--- config.mk ---
export PLATFORM = sky130hd
export DESIGN_NAME = policer_top
export DESIGN_NICKNAME = d
export VERILOG_FILES = /design/src/logic/policer_pkg.sv /design/src/logic/stream_stage.sv /design/src/logic/bucket_table.sv /design/src/logic/bucket_arbiter.sv /design/src/logic/leak_engine.sv /design/src/logic/policer_check.sv /design/src/logic/policer_top.sv
export VERILOG_INCLUDE_DIRS = /design/src /design/src/include
export SDC_FILE = /design/constraint.sdc
export NUM_CORES = 1
export LEC_CHECK = 0
export BUFFER_PORTS_ARGS = -buffer_cell sky130_fd_sc_hd__buf_2
export CAP_MARGIN = 30
export CORE_ASPECT_RATIO = 1.75
export CORE_MARGIN = 2
export CORE_UTILIZATION = 45
export CTS_CLUSTER_DIAMETER = 150
export DETAILED_ROUTE_END_ITERATION = 8
export PLACE_DENSITY = 0.7
export REMOVE_ABC_BUFFERS = 1
export SKIP_CTS_REPAIR_TIMING = 1
export SYNTH_ARGS = -nofsm -noshare
export SYNTH_HDL_FRONTEND = slang
export SYNTH_SLANG_ARGS = --single-unit
--- constraint.sdc ---
create_clock -name packet_in -period 6.1 [get_ports packet_in]
set_clock_uncertainty 0.2 [all_clocks]
set_input_delay 0.305 -clock packet_in [delete_from_list [all_inputs] [get_ports packet_in]]
set_output_delay 0.305 -clock packet_in [all_outputs]
set_load 0.03 [all_outputs]
--- src/include/policer_config.svh ---
/* sizing for the policer; POLICER_NUM_PORTS must be a power of two above one
   and POLICER_LEAK_PERIOD at least two */
`ifndef POLICER_CONFIG_SVH
`define POLICER_CONFIG_SVH

// ingress ports served by the policer
`define POLICER_NUM_PORTS 4

// bucket fill counter in bytes
`define POLICER_BUCKET_W 16

// byte length carried on the first beat
`define POLICER_LEN_W 12

// stream data width
`define POLICER_DATA_W 32

// cycles between the starts of two leak sweeps
`define POLICER_LEAK_PERIOD 16

`endif

--- src/logic/policer_pkg.sv ---
/* types shared by the policer blocks; widths come from the config header
   and POLICER_LEN_W must not exceed POLICER_BUCKET_W */
`default_nettype none

`include "policer_config.svh"

package policer_pkg;

    typedef logic [$clog2(`POLICER_NUM_PORTS)-1:0] port_t;
    typedef logic [`POLICER_LEN_W-1:0]              len_t;
    typedef logic [`POLICER_BUCKET_W-1:0]           bucket_t;

    // port and len only mean something on the first beat of a packet
    typedef struct packed {
        logic [`POLICER_DATA_W-1:0] data;
        logic                       last;
        port_t                      port;
        len_t                       len;
    } in_beat_t;

    // drop mark repeats on every beat of a marked packet
    typedef struct packed {
        logic [`POLICER_DATA_W-1:0] data;
        logic                       last;
        logic                       drop;
    } out_beat_t;

endpackage

`default_nettype wire

--- src/logic/stream_stage.sv ---
/* single-entry register slice; takes a new beat when empty or when the held
   beat leaves in the same cycle, so throughput is one beat per cycle */
`timescale 1ns/10ps
`default_nettype none

module stream_stage #(
    parameter type payload_t = logic
) (
    input  wire logic packet_in,
    input  wire logic rst_n,

    input  wire logic up_valid,
    output logic      up_ready,
    input  payload_t  up_data,

    output logic      down_valid,
    input  wire logic down_ready,
    output payload_t  down_data
);

    logic load;

    assign up_ready = !down_valid || down_ready;
    assign load     = up_valid && up_ready;

    always_ff @(posedge packet_in or negedge rst_n) begin
        if (!rst_n) begin
            down_valid <= 1'b0;
        end else if (load) begin
            down_valid <= 1'b1;
        end else if (down_ready) begin
            down_valid <= 1'b0;
        end
    end

    // payload only moves with a load
    always_ff @(posedge packet_in) begin
        if (load) begin
            down_data <= up_data;
        end
    end

endmodule

`default_nettype wire

--- src/logic/bucket_table.sv ---
/* one bucket register per port; read is combinational from addr, and a write
   to the same addr lands at the next edge */
`timescale 1ns/10ps
`default_nettype none

`include "policer_config.svh"

module bucket_table (
    input  wire logic              packet_in,
    input  wire logic              rst_n,
    input  policer_pkg::port_t     addr,
    output policer_pkg::bucket_t   rd_data,
    input  wire logic              wr_en,
    input  policer_pkg::bucket_t   wr_data
);

    policer_pkg::bucket_t bucket [`POLICER_NUM_PORTS-1:0];

    assign rd_data = bucket[addr];

    // all buckets start empty
    always_ff @(posedge packet_in or negedge rst_n) begin
        if (!rst_n) begin
            for (int i = 0; i < `POLICER_NUM_PORTS; i++) begin
                bucket[i] <= '0;
            end
        end else if (wr_en) begin
            bucket[addr] <= wr_data;
        end
    end

endmodule

`default_nettype wire

--- src/logic/bucket_arbiter.sv ---
/* fixed priority to the policer, which is always granted in its own cycle;
   the leak engine waits and its write is dropped while it loses */
`timescale 1ns/10ps
`default_nettype none

module bucket_arbiter (
    // policer side
    input  wire logic            p_req,
    input  policer_pkg::port_t   p_addr,
    input  wire logic            p_wr_en,
    input  policer_pkg::bucket_t p_wr_data,
    output logic                 p_gnt,

    // leak engine side
    input  wire logic            l_req,
    input  policer_pkg::port_t   l_addr,
    input  wire logic            l_wr_en,
    input  policer_pkg::bucket_t l_wr_data,
    output logic                 l_gnt,

    // toward the table
    output policer_pkg::port_t   addr,
    output logic                 wr_en,
    output policer_pkg::bucket_t wr_data
);

    assign p_gnt = p_req;
    assign l_gnt = l_req && !p_req;

    always_comb begin
        if (p_req) begin
            addr    = p_addr;
            wr_en   = p_wr_en;
            wr_data = p_wr_data;
        end else begin
            // idle cycles still point the table at the leak address
            addr    = l_addr;
            wr_en   = l_gnt && l_wr_en;
            wr_data = l_wr_data;
        end
    end

endmodule

`default_nettype wire

--- src/logic/leak_engine.sv ---
/* one sweep per POLICER_LEAK_PERIOD cycles, one port per granted cycle; a
   period tick that comes while a sweep is still waiting for grants is skipped */
`timescale 1ns/10ps
`default_nettype none

`include "policer_config.svh"

module leak_engine (
    input  wire logic                       packet_in,
    input  wire logic                       rst_n,
    input  wire logic [`POLICER_NUM_PORTS-1:0] enable,
    input  policer_pkg::bucket_t            decrement [`POLICER_NUM_PORTS-1:0],
    output logic                            req,
    output policer_pkg::port_t              addr,
    output logic                            wr_en,
    output policer_pkg::bucket_t            wr_data,
    input  wire logic                       gnt,
    input  policer_pkg::bucket_t            rd_data
);

    localparam int CNT_W = $clog2(`POLICER_LEAK_PERIOD);

    logic [CNT_W-1:0]   period_cnt;
    logic               tick;
    logic               active;
    policer_pkg::port_t idx;

    assign tick = (period_cnt == CNT_W'(`POLICER_LEAK_PERIOD - 1));

    always_ff @(posedge packet_in or negedge rst_n) begin
        if (!rst_n) begin
            period_cnt <= '0;
        end else if (tick) begin
            period_cnt <= '0;
        end else begin
            period_cnt <= period_cnt + 1'b1;
        end
    end

    // sweep walks ports 0 to N-1, advancing only on a grant
    always_ff @(posedge packet_in or negedge rst_n) begin
        if (!rst_n) begin
            active <= 1'b0;
            idx    <= '0;
        end else if (!active) begin
            active <= tick;
            idx    <= '0;
        end else if (gnt) begin
            idx <= idx + 1'b1;
            if (idx == policer_pkg::port_t'(`POLICER_NUM_PORTS - 1)) begin
                active <= 1'b0;
            end
        end
    end

    assign req   = active;
    assign addr  = idx;
    assign wr_en = active;

    // drain and floor at zero, disabled ports forced empty
    always_comb begin
        if (!enable[idx]) begin
            wr_data = '0;
        end else if (rd_data > decrement[idx]) begin
            wr_data = rd_data - decrement[idx];
        end else begin
            wr_data = '0;
        end
    end

endmodule

`default_nettype wire

--- src/logic/policer_check.sv ---
/* acts on the stage 1 to stage 2 transfer; the first beat of a packet reads
   and charges its bucket in that cycle and the mark holds until last */
`timescale 1ns/10ps
`default_nettype none

`include "policer_config.svh"

module policer_check (
    input  wire logic                       packet_in,
    input  wire logic                       rst_n,
    input  wire logic                       xfer,
    input  policer_pkg::in_beat_t           beat,
    input  wire logic [`POLICER_NUM_PORTS-1:0] enable,
    input  policer_pkg::bucket_t            threshold [`POLICER_NUM_PORTS-1:0],
    output logic                            req,
    output policer_pkg::port_t              addr,
    output logic                            wr_en,
    output policer_pkg::bucket_t            wr_data,
    input  wire logic                       gnt,
    input  policer_pkg::bucket_t            rd_data,
    output logic                            drop
);

    localparam int BW = `POLICER_BUCKET_W;

    logic          sop;
    logic          drop_hold;
    logic          granted;
    logic          port_en;
    logic [BW:0]   sum;
    logic          over;
    logic          drop_now;

    // only a first beat touches the table
    assign req     = xfer && sop;
    assign addr    = beat.port;
    assign granted = req && gnt;
    assign port_en = enable[beat.port];

    // one spare bit so the sum cannot wrap
    assign sum  = {1'b0, rd_data} + (BW + 1)'(beat.len);
    assign over = port_en && (sum > {1'b0, threshold[beat.port]});

    assign drop_now = granted && over;

    // marked packets leave the bucket alone
    assign wr_en = granted && !over;

    always_comb begin
        if (!port_en) begin
            wr_data = '0;
        end else if (sum[BW]) begin
            wr_data = '1;
        end else begin
            wr_data = sum[BW-1:0];
        end
    end

    assign drop = sop ? drop_now : drop_hold;

    always_ff @(posedge packet_in or negedge rst_n) begin
        if (!rst_n) begin
            sop       <= 1'b1;
            drop_hold <= 1'b0;
        end else if (xfer) begin
            sop <= beat.last;
            if (sop) begin
                drop_hold <= drop_now;
            end
        end
    end

endmodule

`default_nettype wire

--- src/logic/policer_top.sv ---
/* two-stage policer pipeline; in_port and in_len are used on first beats only
   and packets are marked, never dropped, here */
`timescale 1ns/10ps
`default_nettype none

`include "policer_config.svh"

module policer_top (
    input  wire logic                       packet_in,
    input  wire logic                       rst_n,

    input  wire logic                       in_valid,
    output logic                            in_ready,
    input  wire logic [`POLICER_DATA_W-1:0] in_data,
    input  wire logic                       in_last,
    input  policer_pkg::port_t              in_port,
    input  policer_pkg::len_t               in_len,

    output logic                            out_valid,
    input  wire logic                       out_ready,
    output logic [`POLICER_DATA_W-1:0]      out_data,
    output logic                            out_last,
    output logic                            out_drop,

    input  wire logic [`POLICER_NUM_PORTS-1:0] enable,
    input  policer_pkg::bucket_t            decrement [`POLICER_NUM_PORTS-1:0],
    input  policer_pkg::bucket_t            threshold [`POLICER_NUM_PORTS-1:0]
);

    policer_pkg::in_beat_t  s1_in;
    policer_pkg::in_beat_t  s1_beat;
    logic                   s1_valid;
    policer_pkg::out_beat_t s2_in;
    policer_pkg::out_beat_t s2_beat;
    logic                   s2_ready;
    logic                   xfer;
    logic                   drop;

    // table access wiring
    logic                 p_req;
    policer_pkg::port_t   p_addr;
    logic                 p_wr_en;
    policer_pkg::bucket_t p_wr_data;
    logic                 p_gnt;
    logic                 l_req;
    policer_pkg::port_t   l_addr;
    logic                 l_wr_en;
    policer_pkg::bucket_t l_wr_data;
    logic                 l_gnt;
    policer_pkg::port_t   t_addr;
    logic                 t_wr_en;
    policer_pkg::bucket_t t_wr_data;
    policer_pkg::bucket_t t_rd_data;

    assign s1_in = '{data: in_data, last: in_last, port: in_port, len: in_len};

    stream_stage #(.payload_t(policer_pkg::in_beat_t)) stage1 (
        .packet_in  (packet_in),
        .rst_n      (rst_n),
        .up_valid   (in_valid),
        .up_ready   (in_ready),
        .up_data    (s1_in),
        .down_valid (s1_valid),
        .down_ready (s2_ready),
        .down_data  (s1_beat)
    );

    // decision happens on this hop
    assign xfer  = s1_valid && s2_ready;
    assign s2_in = '{data: s1_beat.data, last: s1_beat.last, drop: drop};

    stream_stage #(.payload_t(policer_pkg::out_beat_t)) stage2 (
        .packet_in  (packet_in),
        .rst_n      (rst_n),
        .up_valid   (s1_valid),
        .up_ready   (s2_ready),
        .up_data    (s2_in),
        .down_valid (out_valid),
        .down_ready (out_ready),
        .down_data  (s2_beat)
    );

    assign out_data = s2_beat.data;
    assign out_last = s2_beat.last;
    assign out_drop = s2_beat.drop;

    policer_check check0 (
        .packet_in (packet_in),
        .rst_n     (rst_n),
        .xfer      (xfer),
        .beat      (s1_beat),
        .enable    (enable),
        .threshold (threshold),
        .req       (p_req),
        .addr      (p_addr),
        .wr_en     (p_wr_en),
        .wr_data   (p_wr_data),
        .gnt       (p_gnt),
        .rd_data   (t_rd_data),
        .drop      (drop)
    );

    leak_engine leak0 (
        .packet_in (packet_in),
        .rst_n     (rst_n),
        .enable    (enable),
        .decrement (decrement),
        .req       (l_req),
        .addr      (l_addr),
        .wr_en     (l_wr_en),
        .wr_data   (l_wr_data),
        .gnt       (l_gnt),
        .rd_data   (t_rd_data)
    );

    bucket_arbiter arb0 (
        .p_req     (p_req),
        .p_addr    (p_addr),
        .p_wr_en   (p_wr_en),
        .p_wr_data (p_wr_data),
        .p_gnt     (p_gnt),
        .l_req     (l_req),
        .l_addr    (l_addr),
        .l_wr_en   (l_wr_en),
        .l_wr_data (l_wr_data),
        .l_gnt     (l_gnt),
        .addr      (t_addr),
        .wr_en     (t_wr_en),
        .wr_data   (t_wr_data)
    );

    bucket_table table0 (
        .packet_in (packet_in),
        .rst_n     (rst_n),
        .addr      (t_addr),
        .rd_data   (t_rd_data),
        .wr_en     (t_wr_en),
        .wr_data   (t_wr_data)
    );

endmodule

`default_nettype wire

==> flow_summary_export.csv, run 1 <==
group,metric,value,unit
floorplan,dieWidth,109,µm
place,pre_cts_slack,0.104,ns
grt,grtUsageMet3,0.0318,
place,dpl.cell_count,1113,
setup_path,reg2reg_from,"check0.sop",
timing,finalSetupTns,0,ns
synth,synth_area,8730,µm²
grt,use_met1,0.224,
setup_path,timing.rr.end,"table0.bucket[3]",
timing,hold_slack,-0.00514,ns
synth,synthArstFlopShare,0.481,
timing,rsz0062_at_grt,"no",
routing,vias,6406,
place,dpl.hpwl,15900,µm
floorplan,io_pins,219,
routing,drc,0,
setup_path,cpLargestDelayFamily,"compound AO/OA/AOI/OAI gates",
floorplan,core_area,19100,µm²
floorplan,die_y,188,µm
synth,yosys_register_bits,156,
place,gp_congestion,0.910,
timing,hold_viol,1,
finish,layoutNonFillerInstCount,1197,
synth,syn-mean-instance-area,13.2,µm²
grt,antenna_found_initial,0,
synth,synth_edf_count,81,
finish,diodes,0,
setup_path,crit_path_end_kind,"register",
synth,yosysWarnings,0,
setup_path,arrival,5.85,ns
hold_path,whs_endpoint,"stage2.down_valid",
clock_tree,cts_tree,"built",
outcome,status,"finished with violations",
clock_tree,clock_latency,0.42,ns
grt,grt_max_degree,76,
grt,grt_overflow,0,
clock_tree,clock-sinks,156,
clock_tree,root_buffer,"clkbuf_16",
synth,yosysSeqAreaShare,0.494,
floorplan,die-area,20600,µm²
routing,drt-initial-drc-count,311,
outcome,violations,"negative hold slack",
setup_path,worstSetupPathType,"reg -> reg",
hold_path,hold_depth,3,
setup_path,ff2ff_setup_slack,0.36,ns
routing,dr.pass1.iters,4,
timing,period_share,0.941,
synth,ys.flop_type,"edfxtp_1",
timing,worst_pin_slew,0.711,ns
timing,fin_ws,0.358,ns
hold_path,hp-start,"out_ready",
timing,max_slew_margin,0.520,
setup_path,critPathLaunchType,"register",
synth,synth.distinct_cells,60,
routing,wirelength,20900,µm
setup_path,crit_path_max_incr_delay,0.57,ns
timing,finalMaxSlewViolations,0,
finish,nets,1175,
pwr,leakage,5.24,nW
setup_path,path_cells,"nand3_4, mux2_2, buf_4, and2_0, a211oi_1, a31oi_1, ha_1, nor2b_1, o31a_1, o221ai_1, o21ai_1, nand3_2, xnor2_1, ha_1, a21o_1, a21oi_1, nand4b_1, o221a_2, o21ai_4, buf_12, nand4_4, buf_4, mux2_1",
floorplan,num_rows,67,
hold_path,hold_class,"in -> reg",
grt,busiest_layer,"met2",
setup_path,critical_path_required,6.20,ns
clock_tree,cts_max_path_buffers,2,
pwr,p_total,5.07,mW
setup_path,cp_slowest_cell,"dfstp_2",
floorplan,start_util,0.457,
grt,grt_pass1_wl,31900,µm
pwr,irDropWorstVdd,0.000209,V
synth,netlist_instances,661,
finish,drive_gt1_frac,0.366,
job,max-cap-violations,0,
finish,syn_to_final_growth,29.9,%
clock_tree,htreeDepth,4,
setup_path,critPathMaxFanout,16,
grt,grt_pass1_vias,6465,
finish,final_cell_mix,"buf_2 (218), edfxtp_1 (81), dfrtp_1 (74)",
timing,fin_crit,5.74,ns
timing,setup_viol,0,
clock_tree,cts_buffers,17,
pwr,p_per_area,447,nW/µm²
routing,routed_via_density,5.35,
finish,final_common_cell,"buf_2",
place,io_buffers,218,
setup_path,worst-path-buf-inv,3,
grt,use_met2,0.386,
setup_path,r2r_cells,23,
routing,wl_per_cell,17.5,µm
grt,grt_use_total,0.204,
timing,clock.fmax,0.174,GHz
routing,route.antenna.remaining_nets,0,
clock_tree,path_clk_slew,0.06,ns
==> worst register-to-register path: cells and delay by family (launching register included) <==
family | cells | cell delay, ns
compound gates | 9 | 1.84
simple gates | 6 | 0.87
mux | 2 | 0.70
fa+ha+maj | 2 | 0.69
buf+inv | 3 | 0.60
flops | 1 | 0.57
xor+xnor | 1 | 0.17
==> worst max path at each step <==
stage                          from                 to  slack (ns)  cells past startpoint
2_1_floorplan  stage1.down_data[12]   table0.bucket[0]       -0.22                     19
3_3_place_gp              out_ready  table0.bucket[49]        0.22                     22
3_5_place_dp              out_ready  table0.bucket[27]        0.10                     23
4_1_cts                  check0.sop  table0.bucket[27]        0.12                     21
5_1_grt                  check0.sop   table0.bucket[0]        0.01                     23
6_report                 check0.sop   table0.bucket[3]        0.36                     23
==> power breakdown <==
group / total, mW / internal, mW / switching, mW
clock network: 1.10 / 0.652 / 0.447
logic: 2.55 / 1.15 / 1.40
registers: 1.42 / 1.32 / 0.104
==> per-stage QoR <==
step                      instance area [µm²]   util
final                                   11300  0.593
after global routing                    11300  0.593
after CTS                               10700  0.562
after detailed placement                10100  0.530
after global placement                  10100  0.529
after floorplan                          8580      -
==> flip-flops by register name, summed over array words and instances, names as in the netlist <==
signal / cells
leak0.addr: 2
stage2.down_valid: 1
check0.sop: 1
leak0.req: 1
leak0.period_cnt: 4
stage2.down_data: 34
stage1.down_valid: 1
check0.drop_hold: 1
stage1.down_data: 47
table0.bucket: 64
==> logic make-up after synthesis <==
logic type,count (synthesis),share of synthesized area
AO/OA/AOI/OAI,134,0.0971
XOR/XNOR,26,0.0261
adder cells (fa/ha/maj),48,0.0705
buffers and inverters,71,0.0361
flip-flops,156,0.494
multiplexers,115,0.204
AND/OR/NAND/NOR,111,0.0724
==> final cells by class <==
type                            count  area (µm²)
Clock inverter                     14         186
Inverter                           45         169
Timing Repair Buffer              290        1830
Tap cell                          241         302
Multi-Input combinational cell    434        4110
Fill cell                        1573        7780
Clock buffer                       17         425
Sequential cell                   156        4310
==> layer usage <==
metal	up-vias	routed length [µm]	part of all wire
met3	37	808	0.039
met4	0	639	0.031
met5	-	0	0
met2	205	11600	0.56
li1	3050	-	-
met1	3114	7840	0.37
==> Yosys cell counts (5+ instances only) <==
master | count | area share
nand3_1 | 8 | 0.0046
inv_1 | 45 | 0.019
mux2i_1 | 9 | 0.010
clkbuf_1 | 6 | 0.0026
a21oi_1 | 20 | 0.011
o21ai_0 | 39 | 0.022
mux2_4 | 20 | 0.034
nand4_1 | 5 | 0.0036
nand2_1 | 36 | 0.015
edfxtp_1 | 81 | 0.28
ha_1 | 46 | 0.066
xor2_1 | 13 | 0.013
o21a_1 | 9 | 0.0077
and2_0 | 5 | 0.0036
buf_2 | 9 | 0.0052
nand2b_1 | 5 | 0.0036
mux4_2 | 37 | 0.095
mux2_1 | 44 | 0.057
o21ai_1 | 6 | 0.0034
a211oi_1 | 14 | 0.012
xnor2_1 | 13 | 0.013
a21o_1 | 10 | 0.0086
and2_1 | 9 | 0.0065
nor2_1 | 20 | 0.0086
dfrtp_1 | 74 | 0.21
a31oi_1 | 14 | 0.010
Power figures use the tool's default switching activity.
==> run 2: changes to the inputs <==
--- a/config.mk
+++ b/config.mk
@@ -15,3 +15,3 @@
 export DETAILED_ROUTE_END_ITERATION = 8
-export PLACE_DENSITY = 0.7
+export PLACE_DENSITY = 0.72
 export REMOVE_ABC_BUFFERS = 1
==> constraint.sdc (replaced) <==
create_clock -name packet_in -period 6.1 [get_ports packet_in]
set_clock_uncertainty 0.2 [all_clocks]
set_input_delay 0.61 -clock packet_in [delete_from_list [all_inputs] [get_ports packet_in]]
set_output_delay 0.61 -clock packet_in [all_outputs]
set_load 0.03 [all_outputs]
==> run 2 against run 1 <==
  * The flow now finishes without violations
  * Wire length shrank 3.6%
  * Clock power shrank 10%
  * Critical endpoint is now table0.bucket[25]
  * Largest cell class unchanged
  * Clock-buffer cell count grew 2
  * Highest routed layer unchanged
  * Utilization shrank 3.0 points
  * Fmax grew 1.1%
  * Cell area shrank 5.0%
  * Power shrank 2.4%
  * Hold slack gained 0.16 ns
  * Critical path depth shrank 2
  * Flip-flop and latch count is the same
  * Non-clock buffer count shrank 48
==> flow_summary_export.csv, run 2 (synthesis gave the netlist of run 1 again) <==
group,metric,value,unit
timing,finalMaxSlewViolations,0,
floorplan,dieWidth,109,µm
timing,worst_pin_slew,0.941,ns
finish,ff_latch_area,4310,µm²
finish,layoutNonFillerInstCount,1150,
finish,multiInputGateArea,4100,µm²
routing,wl_per_cell,17.5,µm
grt,use_met2,0.380,
finish,diodes,0,
finish,largest_register_ffs,64,
clock_tree,clock-sinks,156,
hold_path,hold_class,"in -> reg",
finish,biggestRegsByFlops,"table0.bucket: 64 flops, stage1.down_data: 47 flops, stage2.down_data: 34 flops",
pwr,irDropWorstVdd,0.000217,V
timing,setup_viol,0,
place,pre_cts_slack,0.00789,ns
setup_path,crit_path_end_kind,"register",
grt,grt_use_total,0.206,
place,dpl.cell_count,1118,
routing,wirelength,20200,µm
routing,vias,6243,
setup_path,critPathLaunchType,"register",
setup_path,crit_path_max_incr_delay,0.58,ns
timing,clock.fmax,0.176,GHz
timing,hold_viol,0,
grt,busiest_layer,"met2",
floorplan,start_util,0.457,
routing,dr.pass1.iters,4,
grt,grt_pass1_vias,6755,
timing,max_slew_margin,0.373,
finish,syn_to_final_growth,23.4,%
timing,fin_crit,5.68,ns
grt,antenna_found_initial,0,
setup_path,critPathMaxFanout,16,
grt,use_met1,0.222,
finish,final_cell_mix,"buf_2 (218), edfxtp_1 (81), dfrtp_1 (74)",
pwr,leakage,5.00,nW
grt,grt_max_degree,76,
hold_path,hold_depth,1,
floorplan,die-area,20600,µm²
finish,top_register,"table0.bucket",
setup_path,arrival,5.78,ns
clock_tree,cts_tree,"built",
routing,drt-initial-drc-count,312,
grt,grt_pass1_wl,32500,µm
timing,fin_ws,0.422,ns
place,io_buffers,218,
place,dpl.hpwl,15800,µm
routing,route.antenna.remaining_nets,0,
timing,hold_slack,0.155,ns
floorplan,num_rows,67,
clock_tree,root_buffer,"clkbuf_16",
floorplan,io_pins,219,
clock_tree,cts_buffers,17,
clock_tree,cts_max_path_buffers,2,
clock_tree,htreeDepth,4,
routing,drc,0,
job,max-cap-violations,0,
finish,drive_gt1_frac,0.384,
clock_tree,path_clk_slew,0.07,ns
timing,period_share,0.931,
outcome,status,"finished, final reports clean",
grt,grt_overflow,0,
finish,nets,1127,
setup_path,path_cells,"nand3_4, mux2_2, buf_4, and2_0, a211oi_1, a31oi_1, ha_1, or4_1, o221ai_1, o21bai_1, xor2_1, ha_1, a21oi_1, nor2b_1, o21ai_0, nand4b_1, o221a_2, o21ai_4, buf_12, nand3_4, mux2_1",
place,gp_congestion,0.947,
setup_path,critical_path_required,6.20,ns
grt,grtUsageMet3,0.0349,
finish,final_common_cell,"buf_2",
pwr,p_per_area,460,nW/µm²
setup_path,cp_slowest_cell,"dfstp_2",
timing,rsz0062_at_grt,"no",
floorplan,die_y,188,µm
setup_path,r2r_cells,21,
floorplan,core_area,19100,µm²
setup_path,worstSetupPathType,"reg -> reg",
finish,n_fill_cell,1651,
clock_tree,clock_latency,0.42,ns
routing,routed_via_density,5.43,
[run 2: cell types whose count changed in the layout (fill, tap and decap cells not counted), sizes merged]
cell / previous run / this run
buf: 241 / 242
bufinv: 3 / 0
clkbuf: 17 / 19
clkinv: 4 / 2
clkinvlp: 2 / 5
dlygate4sd3: 49 / 0
inv: 50 / 51
[run 2: power breakdown]
group	internal (mW)	switching [mW]
Combinational	1.14	1.40
Sequential	1.32	0.0984
Clock	0.541	0.448
[run 2: final timing paths]
check / startpoint / end / slack [ns]
max in group asynchronous: rst_n / table0.bucket[39] / 4.87
worst max-delay path: check0.sop / table0.bucket[25] / 0.42
worst min register to register: stage1.down_data[37] / stage2.down_data[24] / 0.22
worst max register to register: check0.sop / table0.bucket[25] / 0.42
worst min-delay path: in_len[6] / stage1.down_data[6] / 0.15
min in group asynchronous: rst_n / stage1.down_valid / 0.19
[run 2: cell type report]
| class | count | area share |
|---|---|---|
| well taps | 241 | 0.0280 |
| multi-input cells | 434 | 0.381 |
| clock buffers | 19 | 0.0411 |
| flip-flops and latches | 156 | 0.400 |
| repair buffers | 242 | 0.124 |
| inverters | 45 | 0.0157 |
| clock inverters | 13 | 0.0102 |
[run 2: critical path, delay by kind of cell (launching register included)]
kind	cells	cell delay, ns
adder cells (fa/ha/maj)	2	0.59
buffers and inverters	2	0.37
AO/OA/AOI/OAI	8	1.60
AND/OR/NAND/NOR	6	1.19
XOR/XNOR	1	0.17
multiplexers	2	0.83
flip-flops	1	0.58
[run 2: metrics by stage]
step	util	area, µm²	power [mW]	setup TNS, ns
6_report	0.563	10800	4.95	0
5_1_grt	0.563	10800	5.30	0
4_1_cts	0.563	10800	4.98	0
3_5_place_dp	0.534	10200	3.97	0
3_3_place_gp	0.533	10200	3.92	0
2_1_floorplan	-	8580	3.25	-12.52
[run 2: per-layer routing]
metal	up-vias	part of all wire
met1	3034	0.37
met2	212	0.55
li1	2953	-
met4	0	0.041
met3	44	0.043
met5	-	0
==> run 3: changes to the inputs <==
GPL_TIMING_DRIVEN = 0   (was not set)
==> run 3 against run 2 <==
  * First-iteration DRC count is 27% higher
  * Combinational power increased by 5%
  * Worst setup slack got worse by 0.34 ns
  * Fmax is 5.7% lower
  * Hold slack better by 0.0059 ns
  * Cell area up 2.4%
  * Clock power is 2.9% lower
  * Non-clock buffer count rose by 3
  * Die area is the same
  * Register-to-register slack got worse by 0.34 ns
  * Global-route usage decreased by 0.31 points
==> flow_summary_export.csv, run 3 (synthesis gave the netlist of run 1 again) <==
group,metric,value,unit
pwr,clkPwrFrac,0.189,
routing,wl_per_cell,18.1,µm
floorplan,start_util,0.457,
setup_path,worstSetupPathType,"reg -> reg",
setup_path,cp_slowest_cell,"dfstp_2",
clock_tree,clock_latency,0.42,ns
hold_path,whs_endpoint,"stage1.down_data[4]",
routing,vias,6424,
place,io_buffers,218,
pwr,irDropWorstVdd,0.000230,V
clock_tree,cts_max_path_buffers,2,
finish,nets,1132,
setup_path,worst-path-buf-inv,3,
pwr,sw_frac_of_total,0.397,
routing,routed_via_density,5.56,
hold_path,hold_class,"in -> reg",
setup_path,ff2ff_setup_slack,0.08,ns
setup_path,reg2reg_from,"check0.sop",
finish,multiInputGateArea,4240,µm²
timing,worst_pin_slew,0.664,ns
setup_path,critPathLaunchType,"register",
finish,final_common_cell,"buf_2",
grt,grt_overflow,0,
grt,antenna_found_initial,0,
floorplan,dieWidth,109,µm
setup_path,timing.rr.end,"table0.bucket[2]",
grt,grt_use_total,0.203,
hold_path,hp-start,"in_len[4]",
grt,grt_max_degree,65,
setup_path,critical_path_required,6.20,ns
clock_tree,clock-sinks,156,
place,gp_congestion,0.938,
timing,fin_ws,0.0790,ns
setup_path,cpLargestDelayFamily,"compound AO/OA/AOI/OAI gates",
clock_tree,path_clk_slew,0.07,ns
outcome,status,"finished, final reports clean",
floorplan,die-area,20600,µm²
timing,max_slew_margin,0.557,
finish,top_register,"table0.bucket",
finish,syn_to_final_growth,26.4,%
pwr,p_per_area,460,nW/µm²
floorplan,core_area,19100,µm²
floorplan,num_rows,67,
timing,finalMaxSlewViolations,0,
setup_path,crit_path_max_incr_delay,0.57,ns
clock_tree,htreeDepth,4,
hold_path,hold_depth,1,
timing,period_share,0.987,
clock_tree,root_buffer,"clkbuf_16",
pwr,power.switching,2.01,mW
routing,drt-initial-drc-count,397,
pwr,p_seq_frac,0.284,
timing,setup_viol,0,
setup_path,critPathMaxFanout,16,
timing,fin_crit,6.02,ns
finish,largest_register_ffs,64,
finish,biggestRegsByFlops,"table0.bucket: 64 flops, stage1.down_data: 47 flops, stage2.down_data: 34 flops",
clock_tree,cts_buffers,17,
floorplan,die_y,188,µm
timing,hold_viol,0,
finish,ff_latch_area,4310,µm²
timing,finalSetupTns,0,ns
pwr,p_comb_frac,0.527,
setup_path,arrival,6.12,ns
routing,wirelength,20900,µm
job,max-cap-violations,0,
finish,final_cell_mix,"buf_2 (217), edfxtp_1 (81), dfrtp_1 (74)",
routing,route.antenna.remaining_nets,0,
setup_path,r2r_cells,22,
finish,diodes,0,
setup_path,path_cells,"nand3_4, mux2_8, mux2i_1, mux2i_2, ha_2, inv_1, fa_1, nor2b_2, o31a_1, o221ai_2, o21bai_1, xor2_1, ha_1, nand4_1, nor2_2, nand2_1, o221a_2, o21ai_4, buf_4, nand4_4, buf_12, mux2_1",
pwr,p_total,5.07,mW
finish,drive_gt1_frac,0.402,
routing,dr.pass1.iters,4,
floorplan,io_pins,219,
grt,grt_pass1_wl,32100,µm
pwr,leakage,5.08,nW
routing,drc,0,
setup_path,crit_path_end_kind,"register",
pwr,intPower,3.06,mW
place,dpl.hpwl,15500,µm
clock_tree,cts_tree,"built",
place,pre_cts_slack,-1.39,ns
timing,clock.fmax,0.166,GHz
grt,grt_pass1_vias,6701,
finish,n_fill_cell,1605,
run 3: power by group through the flow:
stage	registers, mW	clock network (mW)	logic (mW)
final	1.44	0.960	2.67
after global routing	1.46	1.03	2.94
after CTS	1.46	0.991	2.46
after detailed placement	1.47	0	2.46
after global placement	1.49	0	2.31
after floorplan	1.48	0	1.76
run 3: through the flow:
| stage | hold WS [ns] | std cells | utilization | instance area [µm²] |
|---|---|---|---|---|
| 6_report | 0.161 | 1155 | 0.577 | 11000 |
| 4_1_cts | -0.184 | 1133 | 0.560 | 10700 |
| 3_3_place_gp | 0.200 | 1094 | 0.522 | 9970 |
| 2_1_floorplan | 0.114 | 635 | - | 8580 |
| 3_5_place_dp | 0.205 | 1101 | 0.531 | 10200 |
| 5_1_grt | 0.135 | 1155 | 0.577 | 11000 |
run 3: area by class of cell:
type,instances,share of cell area
clock buffer,18,0.0389
clock inverter,14,0.00998
inverter,45,0.0153
multi-input combinational,436,0.384
sequential,156,0.391
tap,241,0.0273
timing repair buffer,245,0.134
run 3: worst max-delay path by stage:
stage	start	end	slack, ns	cells after the start
after floorplan	out_ready	table0.bucket[0]	-0.30	21
after global placement	leak0.addr[0]	table0.bucket[5]	-2.31	18
after detailed placement	leak0.addr[1]	table0.bucket[2]	-1.39	19
after CTS	leak0.addr[1]	table0.bucket[38]	-1.43	19
after global routing	check0.sop	table0.bucket[2]	-0.09	23
final	check0.sop	table0.bucket[2]	0.08	22
run 3: layer usage:
metal	up-vias	track usage	routed length [µm]
li1	2975	-	-
met1	3195	0.217	7580
met2	214	0.371	11500
met3	40	0.0356	929
met4	0	0.106	965
met5	-	0	0
run 3: worst reg2reg max path, cell delays in order (launching register included):
cell	delay [ns]
dfstp_2	0.57
nand3_4	0.16
mux2_8	0.41
mux2i_1	0.15
mux2i_2	0.27
ha_2	0.27
inv_1	0.06
fa_1	0.41
nor2b_2	0.16
o31a_1	0.30
o221ai_2	0.18
o21bai_1	0.20
xor2_1	0.12
ha_1	0.31
nand4_1	0.24
nor2_2	0.22
nand2_1	0.18
o221a_2	0.41
o21ai_4	0.26
buf_4	0.19
nand4_4	0.11
buf_12	0.19
mux2_1	0.34
